===== src/hw/cpu_macros.svh =====
`ifndef CPU_MACROS_SVH
`define CPU_MACROS_SVH

`default_nettype none

// Core sizing

// Data path and address width in bits
`define CPU_XLEN 16

// Architectural registers, r0 included
`define CPU_NREGS 16

// Data memory depth in words
`define CPU_DMEM_WORDS 256

`default_nettype wire

`endif


===== src/hw/cpu_pkg.sv =====
`include "cpu_macros.svh"
`default_nettype none

package cpu_pkg;

	// Opcode field, instr[15:12]
	typedef enum logic [3:0] {
		OP_ADD = 4'h0,
		OP_SUB = 4'h1,
		OP_XOR = 4'h2,
		OP_SLL = 4'h3,
		OP_SRL = 4'h4,
		OP_LW  = 4'h8,
		OP_SW  = 4'h9,
		OP_LHB = 4'hA,
		OP_LLB = 4'hB,
		OP_B   = 4'hC,
		OP_HLT = 4'hF
	} opcode_e;

	// Branch condition, instr[11:9]
	typedef enum logic [2:0] {
		COND_NE = 3'b000,
		COND_EQ = 3'b001,
		COND_GT = 3'b010,
		COND_LT = 3'b011,
		COND_GE = 3'b100,
		COND_LE = 3'b101,
		COND_OV = 3'b110,
		COND_UN = 3'b111
	} cond_e;

	// Operand source in execute
	typedef enum logic [1:0] {
		FWD_NONE = 2'd0,
		FWD_MEM  = 2'd1,
		FWD_WB   = 2'd2
	} fwd_e;

	typedef logic [$clog2(`CPU_NREGS)-1:0] reg_idx_t;

	typedef struct packed {
		logic z;
		logic v;
		logic n;
	} flags_t;

	// Fetch to decode
	typedef struct packed {
		logic                 valid;
		logic [`CPU_XLEN-1:0] pc;
		logic [`CPU_XLEN-1:0] instr;
	} if_id_t;

	// Decode to execute
	typedef struct packed {
		logic                 valid;
		logic [`CPU_XLEN-1:0] pc;
		logic [`CPU_XLEN-1:0] instr;
		logic [`CPU_XLEN-1:0] rs_data;
		logic [`CPU_XLEN-1:0] rt_data;
		reg_idx_t             rs;
		reg_idx_t             rt;
		reg_idx_t             rd;
		logic                 reg_write;
		logic                 mem_read;
		logic                 mem_write;
		logic                 halt;
	} id_ex_t;

	// Execute to memory
	typedef struct packed {
		logic                 valid;
		logic [`CPU_XLEN-1:0] pc;
		logic [`CPU_XLEN-1:0] result;
		logic [`CPU_XLEN-1:0] store_data;
		reg_idx_t             rd;
		logic                 reg_write;
		logic                 mem_read;
		logic                 mem_write;
		logic                 halt;
	} ex_mem_t;

	// Memory to write-back
	typedef struct packed {
		logic                 valid;
		logic [`CPU_XLEN-1:0] pc;
		logic [`CPU_XLEN-1:0] data;
		reg_idx_t             rd;
		logic                 reg_write;
		logic                 halt;
	} mem_wb_t;

	// Commit record, one per completed instruction
	typedef struct packed {
		logic                 valid;
		logic [`CPU_XLEN-1:0] pc;
		logic                 we;
		reg_idx_t             rd;
		logic [`CPU_XLEN-1:0] data;
	} retire_t;

	// First read port, LHB and LLB read their own rd
	function automatic reg_idx_t rs_field(logic [`CPU_XLEN-1:0] instr);
		opcode_e op;
		op = opcode_e'(instr[15:12]);
		return (op == OP_LHB || op == OP_LLB) ? instr[11:8] : instr[7:4];
	endfunction

	// Second read port, stores read their data register
	function automatic reg_idx_t rt_field(logic [`CPU_XLEN-1:0] instr);
		opcode_e op;
		op = opcode_e'(instr[15:12]);
		return (op == OP_SW) ? instr[11:8] : instr[3:0];
	endfunction

endpackage

`default_nettype wire


===== src/hw/alu.sv =====
`include "cpu_macros.svh"
`default_nettype none

module alu (
	input  wire cpu_pkg::opcode_e     op,
	input  wire logic [`CPU_XLEN-1:0] a,
	input  wire logic [`CPU_XLEN-1:0] b,
	output logic [`CPU_XLEN-1:0]      result,
	output cpu_pkg::flags_t           flags,
	output cpu_pkg::flags_t           flag_mask
);

	import cpu_pkg::*;

	localparam int MSB = `CPU_XLEN - 1;

	logic [`CPU_XLEN-1:0] sum;
	logic [`CPU_XLEN-1:0] diff;
	logic                 add_ovf;
	logic                 sub_ovf;

	assign sum  = a + b;
	assign diff = a - b;

	// Signed overflow, operands alike in sign and result differs
	assign add_ovf = (a[MSB] == b[MSB]) && (sum[MSB] != a[MSB]);
	// Subtract flips the sign test on b
	assign sub_ovf = (a[MSB] != b[MSB]) && (diff[MSB] != a[MSB]);

	always_comb begin
		result    = '0;
		flags     = '0;
		flag_mask = '0;
		case (op)
			OP_ADD: begin
				result    = sum;
				flags.v   = add_ovf;
				flag_mask = '{z: 1'b1, v: 1'b1, n: 1'b1};
			end
			OP_SUB: begin
				result    = diff;
				flags.v   = sub_ovf;
				flag_mask = '{z: 1'b1, v: 1'b1, n: 1'b1};
			end
			// Logic and shifts touch Z only
			OP_XOR: begin
				result      = a ^ b;
				flag_mask.z = 1'b1;
			end
			OP_SLL: begin
				result      = a << b[3:0];
				flag_mask.z = 1'b1;
			end
			OP_SRL: begin
				result      = a >> b[3:0];
				flag_mask.z = 1'b1;
			end
			default: ;
		endcase
		flags.z = (result == '0);
		flags.n = result[MSB];
	end

endmodule

`default_nettype wire


===== src/hw/branch_unit.sv =====
`include "cpu_macros.svh"
`default_nettype none

module branch_unit (
	input  wire logic                 is_branch,
	input  wire cpu_pkg::cond_e       cond,
	input  wire cpu_pkg::flags_t      flags,
	input  wire logic [`CPU_XLEN-1:0] pc,
	input  wire logic [8:0]           offset,
	output logic                      taken,
	output logic [`CPU_XLEN-1:0]      target
);

	import cpu_pkg::*;

	logic                 cond_met;
	logic [`CPU_XLEN-1:0] pc_plus2;
	logic [`CPU_XLEN-1:0] offset_bytes;

	// Condition table against Z, V, N
	always_comb begin
		case (cond)
			COND_NE: cond_met = !flags.z;
			COND_EQ: cond_met = flags.z;
			COND_GT: cond_met = !flags.z && !flags.n;
			COND_LT: cond_met = flags.n;
			COND_GE: cond_met = flags.z || !flags.n;
			COND_LE: cond_met = flags.z || flags.n;
			COND_OV: cond_met = flags.v;
			default: cond_met = 1'b1;
		endcase
	end

	// Word offset, sign extended and scaled to bytes
	assign offset_bytes = {{(`CPU_XLEN-10){offset[8]}}, offset, 1'b0};
	assign pc_plus2     = pc + `CPU_XLEN'd2;
	assign target       = pc_plus2 + offset_bytes;

	// Non-branches never redirect
	assign taken = is_branch && cond_met;

endmodule

`default_nettype wire


===== src/hw/cpu.sv =====
`include "cpu_macros.svh"
`default_nettype none

module cpu (
	input  wire logic                 clk,
	input  wire logic                 arst_n,
	input  wire logic [`CPU_XLEN-1:0] instr,
	output logic [`CPU_XLEN-1:0]      pc_out,
	output logic                      hlt,
	output cpu_pkg::retire_t          retire
);

	import cpu_pkg::*;

	localparam int DMEM_AW = $clog2(`CPU_DMEM_WORDS);

	logic [`CPU_XLEN-1:0] pc_q;
	logic [`CPU_XLEN-1:0] pc_d;
	logic                 stall;
	logic                 flush;
	logic                 halt_fetch;
	logic                 branch_taken;
	logic [`CPU_XLEN-1:0] branch_target;
	fwd_e                 fwd_rs;
	fwd_e                 fwd_rt;

	if_id_t  if_id_d;
	if_id_t  if_id_q;
	id_ex_t  id_ex_d;
	id_ex_t  id_ex_q;
	ex_mem_t ex_mem_d;
	ex_mem_t ex_mem_q;
	mem_wb_t mem_wb_d;
	mem_wb_t mem_wb_q;

	opcode_e              id_op;
	reg_idx_t             id_rd;
	reg_idx_t             rs_addr;
	reg_idx_t             rt_addr;
	logic [`CPU_XLEN-1:0] rs_data;
	logic [`CPU_XLEN-1:0] rt_data;

	logic [`CPU_XLEN-1:0] dmem [`CPU_DMEM_WORDS];
	logic [DMEM_AW-1:0]   dmem_idx;
	logic [`CPU_XLEN-1:0] mem_data;

	// ------------------------------
	// Fetch
	// ------------------------------
	// Redirect first, then hold on stall or halt
	always_comb begin
		if (branch_taken) begin
			pc_d = branch_target;
		end else if (stall || halt_fetch) begin
			pc_d = pc_q;
		end else begin
			pc_d = pc_q + `CPU_XLEN'd2;
		end
	end

	always_ff @(posedge clk or negedge arst_n) begin
		if (!arst_n) begin
			pc_q <= '0;
		end else begin
			pc_q <= pc_d;
		end
	end

	assign pc_out = pc_q;

	// Bubble behind a decoded HLT
	always_comb begin
		if_id_d = '0;
		if (!halt_fetch) begin
			if_id_d.valid = 1'b1;
			if_id_d.pc    = pc_q;
			if_id_d.instr = instr;
		end
	end

	pipe_reg #(.payload_t(if_id_t)) i_if_id (
		.clk   (clk),
		.arst_n(arst_n),
		.en    (!stall),
		.flush (flush),
		.d     (if_id_d),
		.q     (if_id_q)
	);

	// ------------------------------
	// Decode
	// ------------------------------
	assign id_op   = opcode_e'(if_id_q.instr[15:12]);
	assign id_rd   = if_id_q.instr[11:8];
	assign rs_addr = rs_field(if_id_q.instr);
	assign rt_addr = rt_field(if_id_q.instr);

	// Written from write-back
	reg_file i_reg_file (
		.clk    (clk),
		.arst_n (arst_n),
		.rs_addr(rs_addr),
		.rt_addr(rt_addr),
		.we     (mem_wb_q.valid && mem_wb_q.reg_write),
		.wr_addr(mem_wb_q.rd),
		.wr_data(mem_wb_q.data),
		.rs_data(rs_data),
		.rt_data(rt_data)
	);

	// Control bits only for valid slots, writes to r0 dropped
	always_comb begin
		id_ex_d         = '0;
		id_ex_d.valid   = if_id_q.valid;
		id_ex_d.pc      = if_id_q.pc;
		id_ex_d.instr   = if_id_q.instr;
		id_ex_d.rs_data = rs_data;
		id_ex_d.rt_data = rt_data;
		id_ex_d.rs      = rs_addr;
		id_ex_d.rt      = rt_addr;
		id_ex_d.rd      = id_rd;
		if (if_id_q.valid) begin
			case (id_op)
				OP_ADD, OP_SUB, OP_XOR, OP_SLL, OP_SRL, OP_LHB, OP_LLB: begin
					id_ex_d.reg_write = (id_rd != '0);
				end
				OP_LW: begin
					id_ex_d.mem_read  = 1'b1;
					id_ex_d.reg_write = (id_rd != '0);
				end
				OP_SW:   id_ex_d.mem_write = 1'b1;
				OP_HLT:  id_ex_d.halt = 1'b1;
				default: ;
			endcase
		end
	end

	// Stall leaves a bubble in execute
	pipe_reg #(.payload_t(id_ex_t)) i_id_ex (
		.clk   (clk),
		.arst_n(arst_n),
		.en    (1'b1),
		.flush (flush || stall),
		.d     (id_ex_d),
		.q     (id_ex_q)
	);

	// ------------------------------
	// Execute
	// ------------------------------
	ex_stage i_ex_stage (
		.clk          (clk),
		.arst_n       (arst_n),
		.ex           (id_ex_q),
		.fwd_rs       (fwd_rs),
		.fwd_rt       (fwd_rt),
		.mem_result   (mem_data),
		.wb_result    (mem_wb_q.data),
		.out          (ex_mem_d),
		.branch_taken (branch_taken),
		.branch_target(branch_target)
	);

	pipe_reg #(.payload_t(ex_mem_t)) i_ex_mem (
		.clk   (clk),
		.arst_n(arst_n),
		.en    (1'b1),
		.flush (1'b0),
		.d     (ex_mem_d),
		.q     (ex_mem_q)
	);

	// ------------------------------
	// Memory
	// ------------------------------
	assign dmem_idx = ex_mem_q.result[DMEM_AW-1:0];

	always_ff @(posedge clk) begin
		if (ex_mem_q.valid && ex_mem_q.mem_write) begin
			dmem[dmem_idx] <= ex_mem_q.store_data;
		end
	end

	// Combinational load, else the execute result
	assign mem_data = ex_mem_q.mem_read ? dmem[dmem_idx] : ex_mem_q.result;

	assign mem_wb_d = '{
		valid:     ex_mem_q.valid,
		pc:        ex_mem_q.pc,
		data:      mem_data,
		rd:        ex_mem_q.rd,
		reg_write: ex_mem_q.reg_write,
		halt:      ex_mem_q.halt
	};

	pipe_reg #(.payload_t(mem_wb_t)) i_mem_wb (
		.clk   (clk),
		.arst_n(arst_n),
		.en    (1'b1),
		.flush (1'b0),
		.d     (mem_wb_d),
		.q     (mem_wb_q)
	);

	// ------------------------------
	// Write-back and retire
	// ------------------------------
	// Data reads zero when nothing is written
	assign retire = '{
		valid: mem_wb_q.valid,
		pc:    mem_wb_q.pc,
		we:    mem_wb_q.reg_write,
		rd:    mem_wb_q.rd,
		data:  mem_wb_q.reg_write ? mem_wb_q.data : '0
	};

	hazard_unit i_hazard_unit (
		.clk         (clk),
		.arst_n      (arst_n),
		.id          (if_id_q),
		.ex          (id_ex_q),
		.mem         (ex_mem_q),
		.wb          (mem_wb_q),
		.branch_taken(branch_taken),
		.stall       (stall),
		.flush       (flush),
		.halt_fetch  (halt_fetch),
		.hlt         (hlt),
		.fwd_rs      (fwd_rs),
		.fwd_rt      (fwd_rt)
	);

endmodule

`default_nettype wire


===== src/hw/ex_stage.sv =====
`include "cpu_macros.svh"
`default_nettype none

module ex_stage (
	input  wire logic                 clk,
	input  wire logic                 arst_n,
	input  wire cpu_pkg::id_ex_t      ex,
	input  wire cpu_pkg::fwd_e        fwd_rs,
	input  wire cpu_pkg::fwd_e        fwd_rt,
	input  wire logic [`CPU_XLEN-1:0] mem_result,
	input  wire logic [`CPU_XLEN-1:0] wb_result,
	output cpu_pkg::ex_mem_t          out,
	output logic                      branch_taken,
	output logic [`CPU_XLEN-1:0]      branch_target
);

	import cpu_pkg::*;

	opcode_e              op;
	logic [`CPU_XLEN-1:0] rs_val;
	logic [`CPU_XLEN-1:0] rt_val;
	logic [`CPU_XLEN-1:0] alu_b;
	logic [`CPU_XLEN-1:0] alu_result;
	logic [`CPU_XLEN-1:0] mem_addr;
	logic [`CPU_XLEN-1:0] result;
	flags_t               alu_flags;
	flags_t               alu_mask;
	flags_t               flags_q;

	assign op = opcode_e'(ex.instr[15:12]);

	// ------------------------------
	// Operand forwarding
	// ------------------------------
	always_comb begin
		case (fwd_rs)
			FWD_MEM: rs_val = mem_result;
			FWD_WB:  rs_val = wb_result;
			default: rs_val = ex.rs_data;
		endcase
		case (fwd_rt)
			FWD_MEM: rt_val = mem_result;
			FWD_WB:  rt_val = wb_result;
			default: rt_val = ex.rt_data;
		endcase
	end

	// Shift amount from instr[3:0]
	assign alu_b = (op == OP_SLL || op == OP_SRL) ?
		{{(`CPU_XLEN-4){1'b0}}, ex.instr[3:0]} : rt_val;

	alu i_alu (
		.op       (op),
		.a        (rs_val),
		.b        (alu_b),
		.result   (alu_result),
		.flags    (alu_flags),
		.flag_mask(alu_mask)
	);

	// ------------------------------
	// Flag register
	// ------------------------------
	// Per-flag write that bubbles leave alone
	always_ff @(posedge clk or negedge arst_n) begin
		if (!arst_n) begin
			flags_q <= '0;
		end else if (ex.valid) begin
			if (alu_mask.z) flags_q.z <= alu_flags.z;
			if (alu_mask.v) flags_q.v <= alu_flags.v;
			if (alu_mask.n) flags_q.n <= alu_flags.n;
		end
	end

	// Bubbles are all zeros and never decode as a branch
	branch_unit i_branch_unit (
		.is_branch(op == OP_B),
		.cond     (cond_e'(ex.instr[11:9])),
		.flags    (flags_q),
		.pc       (ex.pc),
		.offset   (ex.instr[8:0]),
		.taken    (branch_taken),
		.target   (branch_target)
	);

	// ------------------------------
	// Result merge
	// ------------------------------
	// Word address from base plus signed offset
	assign mem_addr = rs_val + {{(`CPU_XLEN-4){ex.instr[3]}}, ex.instr[3:0]};

	always_comb begin
		case (op)
			OP_LHB:       result = {ex.instr[7:0], rs_val[7:0]};
			OP_LLB:       result = {rs_val[`CPU_XLEN-1:8], ex.instr[7:0]};
			OP_LW, OP_SW: result = mem_addr;
			default:      result = alu_result;
		endcase
	end

	// Store data rides the forwarded rt value
	assign out = '{
		valid:      ex.valid,
		pc:         ex.pc,
		result:     result,
		store_data: rt_val,
		rd:         ex.rd,
		reg_write:  ex.reg_write,
		mem_read:   ex.mem_read,
		mem_write:  ex.mem_write,
		halt:       ex.halt
	};

	// No branch opcode in an empty slot
	a_taken_valid: assert property (
		@(posedge clk) disable iff (!arst_n)
		branch_taken |-> ex.valid
	);

endmodule

`default_nettype wire


===== src/hw/hazard_unit.sv =====
`default_nettype none

module hazard_unit (
	input  wire logic             clk,
	input  wire logic             arst_n,
	input  wire cpu_pkg::if_id_t  id,
	input  wire cpu_pkg::id_ex_t  ex,
	input  wire cpu_pkg::ex_mem_t mem,
	input  wire cpu_pkg::mem_wb_t wb,
	input  wire logic             branch_taken,
	output logic                  stall,
	output logic                  flush,
	output logic                  halt_fetch,
	output logic                  hlt,
	output cpu_pkg::fwd_e         fwd_rs,
	output cpu_pkg::fwd_e         fwd_rt
);

	import cpu_pkg::*;

	opcode_e id_op;
	logic    uses_rs;
	logic    uses_rt;
	logic    load_use;
	logic    id_halt;
	logic    hlt_q;

	// Nearest producer wins and r0 is never forwarded
	function automatic fwd_e pick_fwd(reg_idx_t src, ex_mem_t m, mem_wb_t w);
		if (src == '0) return FWD_NONE;
		if (m.valid && m.reg_write && m.rd == src) return FWD_MEM;
		if (w.valid && w.reg_write && w.rd == src) return FWD_WB;
		return FWD_NONE;
	endfunction

	assign fwd_rs = pick_fwd(ex.rs, mem, wb);
	assign fwd_rt = pick_fwd(ex.rt, mem, wb);

	// Source usage of the instruction in decode
	assign id_op   = opcode_e'(id.instr[15:12]);
	assign uses_rs = !(id_op inside {OP_B, OP_HLT});
	assign uses_rt = id_op inside {OP_ADD, OP_SUB, OP_XOR, OP_SW};

	// Load in execute feeding decode
	assign load_use = id.valid && ex.valid && ex.mem_read && ex.rd != '0 &&
		((uses_rs && ex.rd == rs_field(id.instr)) ||
		 (uses_rt && ex.rd == rt_field(id.instr)));

	// Branch flush overrides stall
	assign flush = branch_taken;
	assign stall = load_use && !branch_taken;

	// HLT in decode counts unless flushed by an older branch
	assign id_halt    = id.valid && id_op == OP_HLT && !branch_taken;
	assign halt_fetch = id_halt || (ex.valid && ex.halt) || (mem.valid && mem.halt) ||
		(wb.valid && wb.halt) || hlt_q;

	// Rises with HLT in write-back and stays up until reset
	assign hlt = hlt_q || (wb.valid && wb.halt);

	always_ff @(posedge clk or negedge arst_n) begin
		if (!arst_n) begin
			hlt_q <= 1'b0;
		end else begin
			hlt_q <= hlt;
		end
	end

	// Sticky hlt with nothing completing behind the HLT
	a_hlt_sticky: assert property (
		@(posedge clk) disable iff (!arst_n)
		hlt |=> (hlt && !wb.valid)
	);

endmodule

`default_nettype wire


===== src/hw/pipe_reg.sv =====
`default_nettype none

module pipe_reg #(
	parameter type payload_t = logic [15:0]
) (
	input  wire logic     clk,
	input  wire logic     arst_n,
	input  wire logic     en,
	input  wire logic     flush,
	input  wire payload_t d,
	output payload_t      q
);

	// Flush wins over hold
	always_ff @(posedge clk or negedge arst_n) begin
		if (!arst_n) begin
			q <= '0;
		end else if (flush) begin
			q <= '0;
		end else if (en) begin
			q <= d;
		end
	end

	// Stage contents stay known once out of reset
	a_q_known: assert property (
		@(posedge clk) disable iff (!arst_n)
		!$isunknown(q)
	);

endmodule

`default_nettype wire


===== src/hw/reg_file.sv =====
`include "cpu_macros.svh"
`default_nettype none

module reg_file (
	input  wire logic [$clog2(`CPU_NREGS)-1:0] rs_addr,
	input  wire logic [$clog2(`CPU_NREGS)-1:0] rt_addr,
	input  wire logic                          clk,
	input  wire logic                          arst_n,
	input  wire logic                          we,
	input  wire logic [$clog2(`CPU_NREGS)-1:0] wr_addr,
	input  wire logic [`CPU_XLEN-1:0]          wr_data,
	output logic [`CPU_XLEN-1:0]               rs_data,
	output logic [`CPU_XLEN-1:0]               rt_data
);

	logic [`CPU_XLEN-1:0] regs [`CPU_NREGS];

	// r0 never written
	always_ff @(posedge clk or negedge arst_n) begin
		if (!arst_n) begin
			for (int i = 0; i < `CPU_NREGS; i++) begin
				regs[i] <= '0;
			end
		end else if (we && wr_addr != '0) begin
			regs[wr_addr] <= wr_data;
		end
	end

	// Same-cycle write bypass that skips r0
	function automatic logic [`CPU_XLEN-1:0] read_port(logic [$clog2(`CPU_NREGS)-1:0] addr);
		if (we && wr_addr == addr && wr_addr != '0) begin
			return wr_data;
		end
		return regs[addr];
	endfunction

	always_comb begin
		rs_data = read_port(rs_addr);
		rt_data = read_port(rt_addr);
	end

	// Write protect and bypass keep r0 at zero
	a_r0_zero: assert property (
		@(posedge clk) disable iff (!arst_n)
		(rs_addr != '0 || rs_data == '0) && (rt_addr != '0 || rt_data == '0)
	);

endmodule

`default_nettype wire


===== config.mk =====
export PLATFORM = sky130hd
export DESIGN_NAME = cpu
export DESIGN_NICKNAME = d
export VERILOG_FILES = /design/src/hw/cpu_pkg.sv /design/src/hw/alu.sv /design/src/hw/branch_unit.sv /design/src/hw/cpu.sv /design/src/hw/ex_stage.sv /design/src/hw/hazard_unit.sv /design/src/hw/pipe_reg.sv /design/src/hw/reg_file.sv
export VERILOG_INCLUDE_DIRS = /design/src /design/src/hw
export SDC_FILE = /design/constraint.sdc
export NUM_CORES = 2
export LEC_CHECK = 0
export ABC_AREA = 1
export BUFFER_PORTS_ARGS = -buffer_cell sky130_fd_sc_hd__buf_2
export CAP_MARGIN = 15
export CORE_MARGIN = 2
export CORE_UTILIZATION = 35
export DETAILED_ROUTE_END_ITERATION = 7
export PLACE_DENSITY = 0.54
export SLEW_MARGIN = 20
export SYNTH_ARGS = -nofsm -noshare
export SYNTH_HDL_FRONTEND = slang
export SYNTH_SLANG_ARGS = --single-unit

===== constraint.sdc =====
create_clock -name clk -period 7.8 [get_ports clk]
set_clock_uncertainty 0.15 [all_clocks]
set_input_delay 0.78 -clock clk [delete_from_list [all_inputs] [get_ports clk]]
set_output_delay 0.78 -clock clk [all_outputs]
set_load 0.005 [all_outputs]

==> metrics.txt <==
clk slew on worst S/H paths=0.06 ns; pre-CTS WS=0.277 ns; EDFF count, synth=4,096; crit share post-route=95.5%; hold violation count in the final report=0; gr usage total=22.0%; number of global-route vias before repair=116,000; H-tree depth=5; CTS tree=yes; Worst Setup Path Type=reg2reg; routed vias=122,000; gr busiest metal=met2; Total Routed Length=604,000 um; Final TNS setup=0 ns; Non-Filler Instances=22,700; grt met3 use=3.86%; Leak Pwr=75.7 nW; num rows=266; I/O Buffers=72; Clk Latency, worst-skew pair=1.09 ns; Least-Margin Pin Slew=1.26 ns; hold slack=0.174 ns; synthesis-to-layout area growth=14.4%; Fmax achieved=0.134 GHz; DRC=0; min-delay worst type=reg2reg; CP endpoint kind=flop; final setup violation count=0; drt wl/cell=26.6 um; dpl hpwl=365,000 um; crit-path most repeated cell=nand2_1; Setup crit start kind=flop; die height=730 um; grt met2 use=34.3%; Cell Pwr Density=403 nW/um2; ANT nets after route=0; DR iter-0 viols=14,900; cell area after synthesis=185,000 um2; dpl cell area=196,000 um2; post-route cell area=211,000 um2; vias per cell=5.40; CTS Root Cell=clkbuf_16; CP required=8.60 ns; Ports=73; share of the synthesized area in the top cell type=66.6%; post-route worst setup slack=0.355 ns; max-slew violation count=0; # clock sinks=4,578; Placed Cells=21,800; initial antenna violation count=25; Max FO, Critical Path=63; post-synth cell types=62; Final min period=7.45 ns; CP peak stage delay=0.65 ns; total number of yosys warnings=0; main flop type after synthesis=edfxtp_1; fin nets=15,400; clk buf depth=4; Die Footprint=534,000 um2; Worst VDD drop=0.410 mV; Synth area leaders=edfxtp_1 (67%), nand2_1 (9.6%), dfrtp_1 (6.5%), a22oi_1 (4.6%), o21ai_0 (1.8%); GP Congestion=0.951; largest area contributor in the netlist=edfxtp_1; largest net degree at the start of global routing=197; clock buffer count from CTS=473; layout cells sized above 1=10.2%; Arr. time, crit path=8.25 ns; status=completed; core area=525,000 um2; unrepaired setup endpoints after global routing=false; initial cell density of the core=35.2%; Tot Pwr=85.1 mW; TritonRoute pass-1 iters=8; Cells after Synth=14,900; Mean Syn Cell Area=12.4 um2; first-pass GRT wire length=861,000 um; final core utilization=40.2%; max-cap viol count=0; die width=730 um; synthesis-stage register bit count=4,578; Post-synth ARST share=10.5%; met1 usage=30.9%; commonest cells in the netlist=nand2_1 (4,709), edfxtp_1 (4,096), a22oi_1 (1,127); Slew Limit Headroom=15.4%; slowest CP cell=dfrtp_4; global route overflow=0; sequential-to-total area share from yosys stat=73.1%; Synthesized Nets=15,000; count leader, synth=nand2_1
==> routing by layer <==
metal / wire length, um / up-vias
met5: 131 / -
met2: 274000 / 5467
met1: 254000 / 61600
li1: - / 54300
met3: 51700 / 943
met4: 24200 / 20
==> critical path, delay by kind of cell, from the launching register on <==
family	cells	cell delay (ns)
AOI/OAI and AO/OA	8	1.57
adders and majority gates	1	0.28
buffers and inverters	5	1.27
DFF	1	0.65
and+or+nand+nor	28	3.36
==> cells by family after synthesis <==
family | count (synthesis) | share of synthesized area (%)
buf+inv | 1349 | 3.47
xor+xnor | 29 | 0.138
compound gates | 2511 | 8.64
simple gates | 6393 | 14.1
flops | 4578 | 73.1
fa+ha+maj | 82 | 0.572
==> flip-flops by register name (all words and copies together) (netlist names) <==
signal and cells:
dmem 4096, i_ex_mem.q 57, i_ex_stage.flags_q 3, i_hazard_unit.hlt_q 1, i_id_ex.q 77, i_if_id.q 33
i_mem_wb.q 39, i_reg_file.regs 256, pc_out 16
==> power by group <==
part	internal, mW	switching, mW
clock network	12.4	9.82
registers	30.9	1.68
logic	7.82	22.4
==> worst paths after layout <==
path	start	to	cells after the start	slack [ns]
worst max-delay path	i_ex_mem.q[24]$_DFF_PN0_	i_ex_stage.flags_q[2]$_DFFE_PN0P_	42	0.35
worst min-delay path	i_ex_mem.q[46]$_DFF_PN0_	i_mem_wb.q[28]$_DFF_PN0_	0	0.17
worst max register to register	i_ex_mem.q[24]$_DFF_PN0_	i_ex_stage.flags_q[2]$_DFFE_PN0P_	42	0.35
worst min register to register	i_ex_mem.q[46]$_DFF_PN0_	i_mem_wb.q[28]$_DFF_PN0_	0	0.17
max in group asynchronous	arst_n	i_mem_wb.q[25]$_DFF_PN0_	3	5.85
min in group asynchronous	arst_n	i_reg_file.regs[139]$_DFFE_PN0P_	2	0.23
==> placed cells by master (no fill, tap or decap), drive strengths merged, types with 21 or more instances in the layout <==
master	instances
dfrtp	482
bufinv	33
clkinv	242
o32ai	32
ha	78
nand4	460
a21oi	453
nand2	4717
buf	770
o31ai	36
xor2	21
edfxtp	4096
inv	441
nor3	118
clkbuf	598
o21ai	746
o22ai	24
nand3	285
nor2	759
or2	28
a22oi	1133
==> layout make-up <==
type | count | area, um2
fillers | 49400 | 314000
well taps | 6968 | 8720
flip-flops and latches | 4578 | 135000
multi-input cells | 9015 | 43600
repair buffers | 787 | 7000
clock inverters | 283 | 2660
diodes | 12 | 30.0
inverters | 442 | 1710
clock buffers | 598 | 12500
==> what timing repair did <==
action | CTS | global route
hold endpoints to repair | 103 | 0
setup buffers | 0 | 8
hold buffers | 17 | 0
resized for setup | 0 | 12
endpoints found under the setup margin | 0 | 6
Power figures use the tool's default switching activity.
